==> src/verilog/pong_pkg.sv <==
package pong_pkg;

    // One decimal digit in BCD
    typedef logic [3:0] bcd_digit_t;

    // Two BCD digits, tens in the upper nibble
    typedef logic [7:0] score_bcd_t;

    // Active-low segment lines, ordered {g, f, e, d, c, b, a}
    typedef logic [6:0] seg_pattern_t;

    // Game-flow states, the encoding is shown on the status LEDs
    typedef enum logic [1:0] {
        st_title = 2'd0,
        st_serve = 2'd1,
        st_rally = 2'd2,
        st_over  = 2'd3
    } game_state_t;

    // Both player scores, carried to the display scanner
    typedef struct packed {
        score_bcd_t p1;
        score_bcd_t p2;
    } score_pair_t;

    // Commands from the game FSM to the score registers
    typedef struct packed {
        logic clear;
        logic to_p1;
        logic to_p2;
    } point_req_t;

    // Winning scores in BCD
    localparam score_bcd_t MAX_SCORE_SHORT = 8'h21;
    localparam score_bcd_t MAX_SCORE_LONG  = 8'h99;

    // Digit that lights its decimal point
    localparam logic [1:0] DP_DIGIT = 2'd2;

endpackage

==> src/verilog/game_fsm.sv <==
`timescale 1ns/1ns

module game_fsm (
    input  logic                 clk_500ms,
    input  logic                 rst_n,
    input  logic                 key_space,
    input  logic                 miss_left,
    input  logic                 miss_right,
    input  logic                 win_pending,
    output pong_pkg::game_state_t state,
    output pong_pkg::point_req_t  point_req
);

    pong_pkg::game_state_t state_d;
    logic                  point_scored;

    // Point commands are combinational so the score register
    // updates on the same edge as the state register
    always_comb begin
        point_req = '0;
        case (state)
            pong_pkg::st_title: begin
                point_req.clear = key_space;
            end
            pong_pkg::st_rally: begin
                // Right miss wins when both arrive together
                point_req.to_p1 = miss_right;
                point_req.to_p2 = miss_left & ~miss_right;
            end
            default: begin
                point_req = '0;
            end
        endcase
    end

    assign point_scored = point_req.to_p1 | point_req.to_p2;

    // Next state
    always_comb begin
        state_d = state;
        case (state)
            pong_pkg::st_title: begin
                if (key_space) begin
                    state_d = pong_pkg::st_serve;
                end
            end
            pong_pkg::st_serve: begin
                if (key_space) begin
                    state_d = pong_pkg::st_rally;
                end
            end
            pong_pkg::st_rally: begin
                // A winning point ends the game, any other point re-serves
                if (point_scored) begin
                    if (win_pending) begin
                        state_d = pong_pkg::st_over;
                    end else begin
                        state_d = pong_pkg::st_serve;
                    end
                end
            end
            pong_pkg::st_over: begin
                if (key_space) begin
                    state_d = pong_pkg::st_title;
                end
            end
            default: begin
                state_d = pong_pkg::st_title;
            end
        endcase
    end

    always_ff @(posedge clk_500ms or negedge rst_n) begin
        if (!rst_n) begin
            state <= pong_pkg::st_title;
        end else begin
            state <= state_d;
        end
    end

endmodule

==> src/verilog/score_keeper.sv <==
`timescale 1ns/1ns

module score_keeper (
    input  logic                 clk_500ms,
    input  logic                 rst_n,
    input  logic                 sw_long_game,
    input  pong_pkg::point_req_t  point_req,
    output pong_pkg::score_pair_t scores,
    output logic                 win_pending
);

    pong_pkg::score_bcd_t max_score;
    pong_pkg::score_bcd_t p1_inc;
    pong_pkg::score_bcd_t p2_inc;
    logic                 p1_wins;
    logic                 p2_wins;

    // BCD add one, wraps from 99 back to 00
    function automatic pong_pkg::score_bcd_t bcd_inc(input pong_pkg::score_bcd_t s);
        pong_pkg::bcd_digit_t tens;
        pong_pkg::bcd_digit_t ones;
        tens = s[7:4];
        ones = s[3:0];
        if (ones == 4'd9) begin
            ones = 4'd0;
            // Carry into the tens digit
            if (tens == 4'd9) begin
                tens = 4'd0;
            end else begin
                tens = tens + 4'd1;
            end
        end else begin
            ones = ones + 4'd1;
        end
        return {tens, ones};
    endfunction

    // Switch picks the long or the short game
    assign max_score = sw_long_game ? pong_pkg::MAX_SCORE_LONG : pong_pkg::MAX_SCORE_SHORT;

    assign p1_inc = bcd_inc(scores.p1);
    assign p2_inc = bcd_inc(scores.p2);

    // Only the player receiving the current point can win with it
    assign p1_wins = point_req.to_p1 && (p1_inc == max_score);
    assign p2_wins = point_req.to_p2 && (p2_inc == max_score);

    assign win_pending = p1_wins | p2_wins;

    always_ff @(posedge clk_500ms or negedge rst_n) begin
        if (!rst_n) begin
            scores <= '0;
        end else if (point_req.clear) begin
            scores <= '0;
        end else begin
            if (point_req.to_p1) begin
                scores.p1 <= p1_inc;
            end
            if (point_req.to_p2) begin
                scores.p2 <= p2_inc;
            end
        end
    end

endmodule

==> src/verilog/digit_scan.sv <==
`timescale 1ns/1ns

module digit_scan #(
    parameter int SCAN_DIV = 1
) (
    input  logic                  clk_500ms,
    input  logic                  rst_n,
    input  pong_pkg::score_pair_t  scores,
    output pong_pkg::seg_pattern_t seg,
    output logic                  dp,
    output logic [3:0]            an
);

    // Keep the counter at least one bit wide
    localparam int CNT_W = (SCAN_DIV > 1) ? $clog2(SCAN_DIV) : 1;

    logic [CNT_W-1:0]     dwell_cnt;
    logic [1:0]           digit_idx;
    logic [1:0]           idx_d;
    logic                 step;
    pong_pkg::bcd_digit_t digit_val;

    assign step  = (dwell_cnt == CNT_W'(SCAN_DIV - 1));
    assign idx_d = step ? digit_idx + 2'd1 : digit_idx;

    // Digit 3 is the leftmost, player 1 on the left
    always_comb begin
        case (idx_d)
            2'd3:    digit_val = scores.p1[7:4];
            2'd2:    digit_val = scores.p1[3:0];
            2'd1:    digit_val = scores.p2[7:4];
            default: digit_val = scores.p2[3:0];
        endcase
    end

    always_ff @(posedge clk_500ms or negedge rst_n) begin
        if (!rst_n) begin
            dwell_cnt <= '0;
            digit_idx <= 2'd0;
        end else begin
            dwell_cnt <= step ? '0 : dwell_cnt + 1'b1;
            digit_idx <= idx_d;
        end
    end

    // Anode, segments and dot all follow the same index
    always_ff @(posedge clk_500ms or negedge rst_n) begin
        if (!rst_n) begin
            an  <= 4'b1110;
            seg <= 7'b1000000;
            dp  <= 1'b1;
        end else begin
            an <= ~(4'b0001 << idx_d);
            dp <= (idx_d != pong_pkg::DP_DIGIT);
            case (digit_val)
                4'h0:    seg <= 7'b1000000;
                4'h1:    seg <= 7'b1111001;
                4'h2:    seg <= 7'b0100100;
                4'h3:    seg <= 7'b0110000;
                4'h4:    seg <= 7'b0011001;
                4'h5:    seg <= 7'b0010010;
                4'h6:    seg <= 7'b0000010;
                4'h7:    seg <= 7'b1111000;
                4'h8:    seg <= 7'b0000000;
                4'h9:    seg <= 7'b0010000;
                4'ha:    seg <= 7'b0001000;
                4'hb:    seg <= 7'b0000011;
                4'hc:    seg <= 7'b1000110;
                4'hd:    seg <= 7'b0100001;
                4'he:    seg <= 7'b0000110;
                default: seg <= 7'b0001110;
            endcase
        end
    end

endmodule

==> src/verilog/status_lamps.sv <==
`timescale 1ns/1ns

module status_lamps (
    input  logic                 clk_500ms,
    input  logic                 rst_n,
    input  pong_pkg::game_state_t state,
    input  logic                 sw_long_game,
    output logic [15:0]          led
);

    pong_pkg::game_state_t state_q;
    logic                  blink_q;

    always_ff @(posedge clk_500ms or negedge rst_n) begin
        if (!rst_n) begin
            state_q <= pong_pkg::st_title;
            blink_q <= 1'b0;
        end else begin
            state_q <= state;
            // Long game holds the lamp on
            if (sw_long_game) begin
                blink_q <= 1'b1;
            end else begin
                blink_q <= ~blink_q;
            end
        end
    end

    // Middle LEDs unused
    assign led = {state_q, 13'd0, blink_q};

endmodule

==> src/verilog/pong_scoreboard.sv <==
`timescale 1ns/1ns

module pong_scoreboard #(
    parameter int SCAN_DIV = 1
) (
    input  logic                  clk_500ms,
    input  logic                  rst_n,
    input  logic                  key_space,
    input  logic                  miss_left,
    input  logic                  miss_right,
    input  logic                  sw_long_game,
    output pong_pkg::seg_pattern_t seg,
    output logic                  dp,
    output logic [3:0]            an,
    output logic [15:0]           led
);

    pong_pkg::game_state_t state;
    pong_pkg::point_req_t  point_req;
    pong_pkg::score_pair_t scores;
    logic                  win_pending;

    // Game flow
    game_fsm u_game_fsm (
        .clk_500ms   (clk_500ms),
        .rst_n       (rst_n),
        .key_space   (key_space),
        .miss_left   (miss_left),
        .miss_right  (miss_right),
        .win_pending (win_pending),
        .state       (state),
        .point_req   (point_req)
    );

    // Score registers and win check
    score_keeper u_score_keeper (
        .clk_500ms    (clk_500ms),
        .rst_n        (rst_n),
        .sw_long_game (sw_long_game),
        .point_req    (point_req),
        .scores       (scores),
        .win_pending  (win_pending)
    );

    // Four-digit seven-segment scan
    digit_scan #(
        .SCAN_DIV (SCAN_DIV)
    ) u_digit_scan (
        .clk_500ms (clk_500ms),
        .rst_n     (rst_n),
        .scores    (scores),
        .seg       (seg),
        .dp        (dp),
        .an        (an)
    );

    // State and blink LEDs
    status_lamps u_status_lamps (
        .clk_500ms    (clk_500ms),
        .rst_n        (rst_n),
        .state        (state),
        .sw_long_game (sw_long_game),
        .led          (led)
    );

endmodule

==> config.mk <==
export PLATFORM = sky130hd
export DESIGN_NAME = pong_scoreboard
export DESIGN_NICKNAME = d
export VERILOG_FILES = /design/src/verilog/pong_pkg.sv /design/src/verilog/game_fsm.sv /design/src/verilog/score_keeper.sv /design/src/verilog/digit_scan.sv /design/src/verilog/status_lamps.sv /design/src/verilog/pong_scoreboard.sv
export SDC_FILE = /design/constraint.sdc
export NUM_CORES = 1
export LEC_CHECK = 0
export BUFFER_PORTS_ARGS = -buffer_cell sky130_fd_sc_hd__buf_2
export CORE_MARGIN = 2
export CORE_UTILIZATION = 40
export DETAILED_ROUTE_END_ITERATION = 6
export SLEW_MARGIN = 30
export SYNTH_ARGS = -nofsm -noshare
export SYNTH_HDL_FRONTEND = slang
export SYNTH_SLANG_ARGS = --single-unit
==> constraint.sdc <==
create_clock -name clk_500ms -period 2.25 [get_ports clk_500ms]
set_input_delay 0.225 -clock clk_500ms [delete_from_list [all_inputs] [get_ports clk_500ms]]
set_output_delay 0.225 -clock clk_500ms [all_outputs]
set_load 0.02 [all_outputs]
# == Yosys cells after proc, flatten, opt, wreduce, memory -nomap -nowiden ==
# Memories as Yosys holds them, arrays and structs flattened. A register that Yosys moved wholly into a read port is not among the register bits.
# Index checks and enable logic that the tools add are counted.
# op_classes
reduce_logical,7
add_sub_neg,6
bitwise,6
mux,22
eq_ne,17
n_shift,1
# op_table
operator,count
4-bit 2-to-1 mux,6
8-bit 2-to-1 mux,3
4-bit by 1-bit adder with 4-bit output (second input constant),4
4-bit equality test (second input constant),4
8-bit equality test,2
16-bit 2-to-1 mux,1
2-bit 2-to-1 mux,7
4-bit one-hot mux with 3 select lines,1
2-bit equality test (second input constant),4
2-bit inequality test (second input constant),4
2-bit one-hot mux with 4 select lines,1
2-bit by 1-bit equality test with 1-bit output (second input constant),2
4-bit NOT,1
4-bit AND reduction,1
2-bit nonzero test,2
1-bit by 2-bit << shifter with 4-bit output (first input constant),1
1-bit 2-to-1 mux,3
2-bit by 1-bit adder with 2-bit output (second input constant),1
1-bit logical AND,2
2-bit logical NOT,1
2-bit by 1-bit inequality test with 1-bit output (second input constant),1
1-bit NOT,2
1-bit bitwise OR,2
1-bit adder (second input constant),1
other kinds (2),2
# word_totals
inputBits,6
reg_bits,29
n_memories,1
rom_bits,112
word_cells,69
# mem_list
memory,depth,word_bits,rd,rd_ports_with_merged_regs,write_ports,line_no,rtl
(no name shown),16,7,1,1,0,digit_scan.sv:55,case (digit_val)

# == Depth between registers and ports, before layout ==
# Gate-level depths: netlist of run 1.
# depth
word_depth,9
depth_mapped,11
depth_no_buf,11

# == Modules after synthesis ==
# A second synthesis of run 1 with hierarchy kept.
# unflattened
hier_cells,239
area_unflattened_um2,2306.0
# modules_own_cells
mod,area_each_um2,n_inst,cells_each
score_keeper,1183.6,1,136
digit_scan,800.8,1,71
status_lamps,190.2,1,19
game_fsm,131.4,1,13

# == Worst setup path before layout of run 1 ==
# Ideal clock, no wire load.
# synth_timing
path_kind,reg2reg
start,reg u_digit_scan.digit_idx[0]
end,reg u_digit_scan.seg[3]
setup_ns,0.138
arrival_time_ns,2.046
stages_incl_launch_ff,9
period_less_slack_ns,2.184
slack_ns,0.066
cell_sequence,dfrtp_1 > inv_1 > ha_1 > a22oi_1 > nand2_1 > mux2i_1 > inv_1 > ha_1 > mux4_2
# synth_between
elab_chain_cells,4
elab_cells_between_ends,6
classes_between,1 x add/sub; 3 x eq/ne; 2 x mux
# synth_lines
element,line_no,rtl
start: declaration,digit_scan.sv:18,logic [1:0] digit_idx;
start signal: assignment,digit_scan.sv:42,digit_idx <= idx_d;
2-bit by 1-bit adder with 2-bit output,digit_scan.sv:24,assign idx_d = step ? digit_idx + 2'd1 : digit_idx;
2-bit 2-to-1 mux (*),digit_scan.sv:24,
via u_digit_scan.idx_d[0],digit_scan.sv:19,logic [1:0] idx_d;
2-bit by 1-bit equality test with 1-bit output / 2-bit equality test (equally long branches),digit_scan.sv:28,case (idx_d)
4-bit one-hot mux with 3 select lines (*),digit_scan.sv:28,
end: declaration,digit_scan.sv:9,"output pong_pkg::seg_pattern_t seg,"
# Mark *: on every way through the listed nets, which the timed path passes. The rest lies on a longest branch.
# A chain may end at the register's enable or synchronous reset.

# == Worst setup path after layout of run 1 ==
# layout_timing
start,reg u_digit_scan.digit_idx[1]
end,reg u_digit_scan.seg[3]
# layout_between
elab_chain_cells,4
elab_cells_between_ends,6
classes_between,1 x add/sub; 3 x eq/ne; 2 x mux
# layout_lines
element,line_no
2-bit by 1-bit adder with 2-bit output,digit_scan.sv:24
2-bit 2-to-1 mux (*),digit_scan.sv:24
2-bit by 1-bit equality test with 1-bit output / 2-bit equality test (equally long branches),digit_scan.sv:28
4-bit one-hot mux with 3 select lines (*),digit_scan.sv:28
# Every way passes the cells marked *; elsewhere a longest branch is shown, timed or not.

==> flow_summary.yaml, run 1 <==
logic_synthesis:
  synth.distinct_cells: 51
  synth_edf_count: 0
  synth_seq_cells: 34
  synth.avg_cell_area_um2: 9.419
  synthCells: 235
  synth.yosys.seq_area_share_pct: 38.67
  yosys_warnings: 0
  synth_flop_cell: "dfrtp_1"
  syn_area_um2: 2213
  async_reset_ff_share_pct: 100.0
global_route:
  grt_max_degree: 35
  grt_overflow: 0
  grt_pass1_wl_mm: 7.362
  antenna_found_initial: 0
  grt_pass1_vias: 1552
  grt_usage_pct: 15.01
critical_path:
  end_kind: "flip-flop"
  worstPathRequired_ps: 2410
  cp-startpoint: "u_digit_scan.digit_idx[1]"
  setup.worst_path.start_class: "flip-flop"
  ff2ff_setup_slack_ps: 130
  cp_max_fo: 5
  reg2reg_depth: 9
  timing.rr.start: "u_digit_scan.digit_idx[1]"
  path_class: "reg2reg"
  cp.arrival_ps: 2280
  worstReg2RegEnd: "u_digit_scan.seg[3]"
  critical_path.endpoint: "u_digit_scan.seg[3]"
cells_and_area:
  fin_nets: 284
  finalNonFillerCells: 334
  final_area_um2: 2490
  synthToLayoutAreaGrowth_pct: 12.49
  antennaDiodeCount: 0
  drive_above_1_share_pct: 22.14
route:
  wirelength_mm: 4.315
  drc: 0
  wl_per_cell_um: 12.92
  drt-pass1-iter-count: 4
  drtIter0Drc: 142
  vias_per_cell: 5.057
  ant_nets: 0
  via_count: 1689
power:
  power_frac_clock_pct: 29.1
  total_power_mw: 1.916
  p_sw_mw: 0.6456
  p_int_mw: 1.270
  p_sw_share_pct: 33.70
  peakVddDrop_mv: 0.2935
  seqPwrFrac_pct: 39.9
  power.density_nw_per_um2: 769.3
  p_leak_nw: 1.127
  pwr-share-comb_pct: 31.0
status:
  outcome: "finished clean"
placement:
  numPortBuffers: 20
  gp_congestion: 0.8175
  postPlaceCellArea_um2: 2345
  dp_slack_ps: 60.93
  hpwlAfterDp_mm: 3.099
  dp.cells: 324
clock_tree:
  cts_buffer_depth: 2
  cts.sinks: 34
  root_buffer: "clkbuf_8"
  htreeDepth: 2
  clkTransAtPathRegs_ps: 80
  cts_buffers: 5
  clk_latency_ps: 290
  cts_tree: "done"
floorplanning:
  coreArea_um2: 5439
  dieArea_um2: 6144
  initial_utilization_pct: 40.69
  rows: 27
  fp.dieW_um: 78.39
  die_y_um: 78.39
  ios: 34
timing:
  layout_setup_ws_ps: 126.6
  maxSlewViolCount: 0
  clock_skew_ps: 6.550
  max_freq_ghz: 0.4710
  finalHoldViolCount: 0
  post-route-period-util_pct: 94.37
  worstMarginPinSlew_ps: 792.5
  max_slew_margin_pct: 47.17
  setup_viol: 0
  period_needed_ps: 2123
  holdWs_ps: 18.33
job:
  maxCapViolCount: 0
worst_hold_path:
  hp-class: "in2async"
## flip-flops by register name, summed over array words and instances (netlist names)
| name | cells |
|---|---|
| u_digit_scan.seg | 7 |
| u_status_lamps.blink_q | 1 |
| u_score_keeper.scores | 16 |
| u_digit_scan.an | 4 |
| u_status_lamps.state_q | 2 |
| u_game_fsm.state | 2 |
| u_digit_scan.digit_idx | 2 |
## synthesized netlist by cell type, types with 2 or more instances
cell / count / area share (%)
and3b_1: 2 / 0.79
nand2_1: 22 / 3.7
o21ai_0: 21 / 4.7
a31oi_1: 3 / 0.85
clkbuf_1: 3 / 0.51
and2_1: 2 / 0.57
o311ai_1: 2 / 0.79
dfstp_2: 4 / 4.7
mux2i_1: 5 / 2.3
buf_2: 2 / 0.45
nand3_1: 7 / 1.6
nand3b_1: 4 / 1.4
a222oi_1: 2 / 0.90
nor3_1: 3 / 0.68
mux2_2: 3 / 1.5
ha_1: 17 / 9.6
inv_1: 19 / 3.2
buf_6: 2 / 1.0
a22o_1: 5 / 2.0
a21oi_1: 6 / 1.4
xnor2_1: 2 / 0.79
nand2b_1: 5 / 1.4
dfrtp_1: 30 / 34
nor2_1: 11 / 1.9
nor2b_1: 3 / 0.85
a22oi_1: 2 / 0.68
o21ai_1: 2 / 0.45
buf_4: 15 / 5.1
nand4_1: 2 / 0.57
nor3b_1: 4 / 1.4
o22ai_1: 4 / 1.1
a211oi_1: 2 / 0.68
## power groups by stage
stage | sequential, mW | combinational [mW] | clock [mW]
global placement | 0.774 | 0.576 | 0
floorplan | 0.758 | 0.459 | 0
detailed placement | 0.775 | 0.579 | 0
global route | 0.777 | 0.669 | 0.594
CTS | 0.765 | 0.580 | 0.566
finish | 0.764 | 0.595 | 0.557
## cells by family after synthesis
family	share of synthesized area (%)
multiplexers	4.805
AO/OA/AOI/OAI	17.13
buffers and inverters	10.29
XOR/XNOR	1.187
adder cells (fa/ha/maj)	9.610
other	0.1694
AND/OR/NAND/NOR	18.15
flip-flops	38.67
## stage by stage
step / utilization, % / TNS (ps)
after global routing: 45.78 / -18.00
final: 45.78 / 0
after detailed placement: 43.11 / 0
after global placement: 43.11 / 0
after CTS: 45.11 / 0
after floorplan: - / 0
## cells in the final DEF (no fill, tap or decap), types with 5 or more instances in the layout
cell type | netlist | layout
a21oi_1 | 6 | 6
a22o_1 | 5 | 5
buf_2 | 2 | 20
buf_4 | 15 | 9
clkbuf_8 | 0 | 5
conb_1 | 1 | 13
dfrtp_1 | 30 | 30
ha_1 | 17 | 12
ha_2 | 0 | 5
inv_1 | 19 | 17
nand2_1 | 22 | 22
nand2b_1 | 5 | 5
nand3_1 | 7 | 7
nor2_1 | 11 | 11
o21ai_0 | 21 | 20
## critical path: stages, from the launching register on
cell	delay, ps
dfrtp_1	420
inv_1	110
ha_2	230
a22oi_1	100
o21ai_1	110
nor2_1	60
a21o_1	210
ha_1	280
inv_1	50
mux4_2	430
## final cells by class
class	instances	area [um^2]
fill	539	2949
timing repair buffer	29	167.7
clock inverter	3	40.04
clock buffer	5	68.82
multi-input combinational	172	1196
inverter	19	71.32
sequential	34	855.8
tap	72	90.09
## how the worst min path moves through the flow
stage          slack, ps                        end  start
6_report              20        u_game_fsm.state[1]  rst_n
5_1_grt               80  u_status_lamps.state_q[1]  rst_n
4_1_cts               40  u_status_lamps.state_q[1]  rst_n
3_5_place_dp         350  u_status_lamps.state_q[1]  rst_n
3_3_place_gp         350  u_status_lamps.state_q[1]  rst_n
2_1_floorplan        -70         u_digit_scan.an[0]  rst_n
## metal layers
metal	global-route usage, %	routed length (um)	vias up
li1	-	-	852
met1	20.80	2128	792
met2	23.10	1944	41
met3	3.448	199	4
met4	5.088	43	0
met5	0	0	-
## repair_timing
action / in CTS / in global routing
hold buffers: 0 / 0
setup buffers: 0 / 2
gates resized for setup: 0 / 10
setup endpoints to repair: 0 / 3
Power figures use the tool's default switching activity.
==> inputs of run 2 (changes only) <==
Settings changed: ABC_AREA from default to 1.
==> run 2 against run 1 <==
  * The flow now finishes with violations (negative hold slack)
  * Synthesized cell count up 17%
  * Final area down 4.1%
  * Global-route usage up 1.3 points
  * Critical endpoint is now u_digit_scan.seg[5]
  * Largest cell class unchanged
==> flow_summary.yaml, run 2 <==
placement:
  dp_slack_ps: 239.9
  numPortBuffers: 20
  gp_congestion: 0.8075
  dp.cells: 364
  hpwlAfterDp_mm: 3.452
cells_and_area:
  post-route-util_pct: 46.45
  drive_above_1_share_pct: 14.24
  finalNonFillerCells: 372
  largest_reg_flops: 16
  largestRegisters: "u_score_keeper.scores: 16 flops, u_digit_scan.seg: 7 flops, u_digit_scan.an: 4 flops"
  fin_nets: 324
  regMostFlops: "u_score_keeper.scores"
  num-fill-cells: 541
  final_cell_mix: "nand2_1, inv_1, dfrtp_1"
  antennaDiodeCount: 0
  synthToLayoutAreaGrowth_pct: 10.67
  final_common_cell: "nand2_1"
timing:
  rsz0062_at_grt: "false"
  holdWs_ps: -0.7217
  clock_skew_ps: 9.646
  finalHoldViolCount: 5
  max_freq_ghz: 0.4998
  post-route-period-util_pct: 88.92
  worstMarginPinSlew_ps: 751.3
  tns_ps: 0
  setup_viol: 0
  layout_setup_ws_ps: 249.4
  maxSlewViolCount: 0
  max_slew_margin_pct: 49.92
  period_needed_ps: 2001
logic_synthesis:
  synth.distinct_cells: 28
  yosys.area_share.simple_pct: 23.78
  synth_flop_cell: "dfrtp_1"
  synth_compound_gate_area_share_pct: 12.24
  synthAdderAreaFrac_pct: 9.861
  synth_edf_count: 0
  async_reset_ff_share_pct: 100.0
  synth.avg_cell_area_um2: 7.844
  post-synth-top-count-cell: "nand2_1"
  yosys_warnings: 0
  synth_area_leaders: "dfrtp_1, nand2_1, ha_1, inv_1, nand3_1"
  synth_seq_cells: 34
  synth_common_cells: "nand2_1, inv_1, dfrtp_1"
  synth.largest_area_cell: "dfrtp_1"
  synth_top_area_share_pct: 34.80
  synth.yosys.seq_area_share_pct: 39.68
  synth_top_family_by_area: "simple AND/OR/NAND/NOR gates"
  synthCells: 275
  synth_xor_area_share_pct: 1.218
  syn_area_um2: 2157
  synth_mux_area_share_pct: 0
power:
  p_leak_nw: 1.300
  power.density_nw_per_um2: 716.7
  peakVddDrop_mv: 0.2746
route:
  drtIter0Drc: 81
  ant_nets: 0
  vias_per_cell: 4.804
  wirelength_mm: 4.455
  drt-pass1-iter-count: 4
  drc: 0
  via_count: 1787
  wl_per_cell_um: 11.98
global_route:
  grt_usage_pct: 16.28
  grt_pass1_vias: 1685
  grt_max_degree: 35
  grt_pass1_wl_mm: 7.741
  antenna_found_initial: 0
  grt_overflow: 0
critical_path:
  setup.worst_path.start_class: "flip-flop"
  cp_max_fo: 5
  worstPathRequired_ps: 2440
  path_class: "reg2reg"
  cp.arrival_ps: 2190
  end_kind: "flip-flop"
clock_tree:
  clkTransAtPathRegs_ps: 80
  htreeDepth: 2
  cts_setup_buffers: 0
  cts_buffer_depth: 2
  holdBufCountCts: 0
  cts.sinks: 34
  cts_tree: "done"
  root_buffer: "clkbuf_8"
  cts_buffers: 5
  cts_resized: 0
  clk_latency_ps: 290
worst_hold_path:
  hp-class: "in2async"
floorplanning:
  coreArea_um2: 5140
  fp.dieW_um: 77.44
  rows: 26
  die_y_um: 77.44
  ios: 34
  initial_utilization_pct: 41.97
  dieArea_um2: 5996
job:
  maxCapViolCount: 0
status:
  violations: "negative hold slack"
  outcome: "finished with violations"
-- run 2: cell type report --
cell class,instances,area [um^2],area share (%)
Timing Repair Buffer,23,122.6,5.136
Sequential cell,34,855.8,35.85
Clock inverter,2,12.51,0.5241
Multi-Input combinational cell,194,1065,44.60
Clock buffer,6,82.58,3.459
Inverter,43,161.4,6.761
Tap cell,70,87.58,3.669
-- run 2: final timing paths --
path | startpoint | to | slack [ps] | cells past startpoint
worst min-delay path | rst_n | u_score_keeper.scores[3] | -0.7 | 1
max in group asynchronous | rst_n | u_score_keeper.scores[15] | 1760 | 1
worst max-delay path | u_digit_scan.digit_idx[0] | u_digit_scan.seg[5] | 250 | 10
worst max register to register | u_digit_scan.digit_idx[0] | u_digit_scan.seg[5] | 250 | 10
min in group clk_500ms | key_space | u_game_fsm.state[0] | 150 | 2
worst min register to register | u_game_fsm.state[1] | u_status_lamps.state_q[1] | 410 | 0
-- run 2: power breakdown --
part | switching [mW] | internal (mW)
sequential | 0.0554 | 0.677
combinational | 0.342 | 0.163
clock | 0.227 | 0.246
total | 0.625 | 1.09
-- run 2: per-stage QoR --
stage	total power [mW]	cell area, um^2
2_1_floorplan	1.121	2202
3_3_place_gp	1.254	2292
3_5_place_dp	1.248	2292
4_1_cts	1.732	2387
5_1_grt	1.845	2387
6_report	1.711	2387
-- run 2: critical path: stages (launching register included) --
cell and delay, ps:
dfrtp_1 410, inv_1 100, ha_1 200, inv_1 120, o22ai_1 110, o22ai_1 230, inv_1 160, ha_1 220
nand2_1 90, o21ai_0 90, o21a_1 170
-- run 2: routing by layer --
layer  wire (um)  global-route usage [%]  vias up  part of all wire, %
li1            -                       -      925                    -
met1        2200                   22.21      821                   49
met2        2046                   26.26       35                   46
met3         154                   3.140        6                  3.5
met4          54                   4.821        0                  1.2
met5           0                       0        -                    0
-- run 2: cells by family after synthesis --
logic type,after synthesis
AND/OR/NAND/NOR,115
buffers and inverters,59
AO/OA/AOI/OAI,46
flip-flops,34
adder cells (fa/ha/maj),17
XOR/XNOR,3
other,1
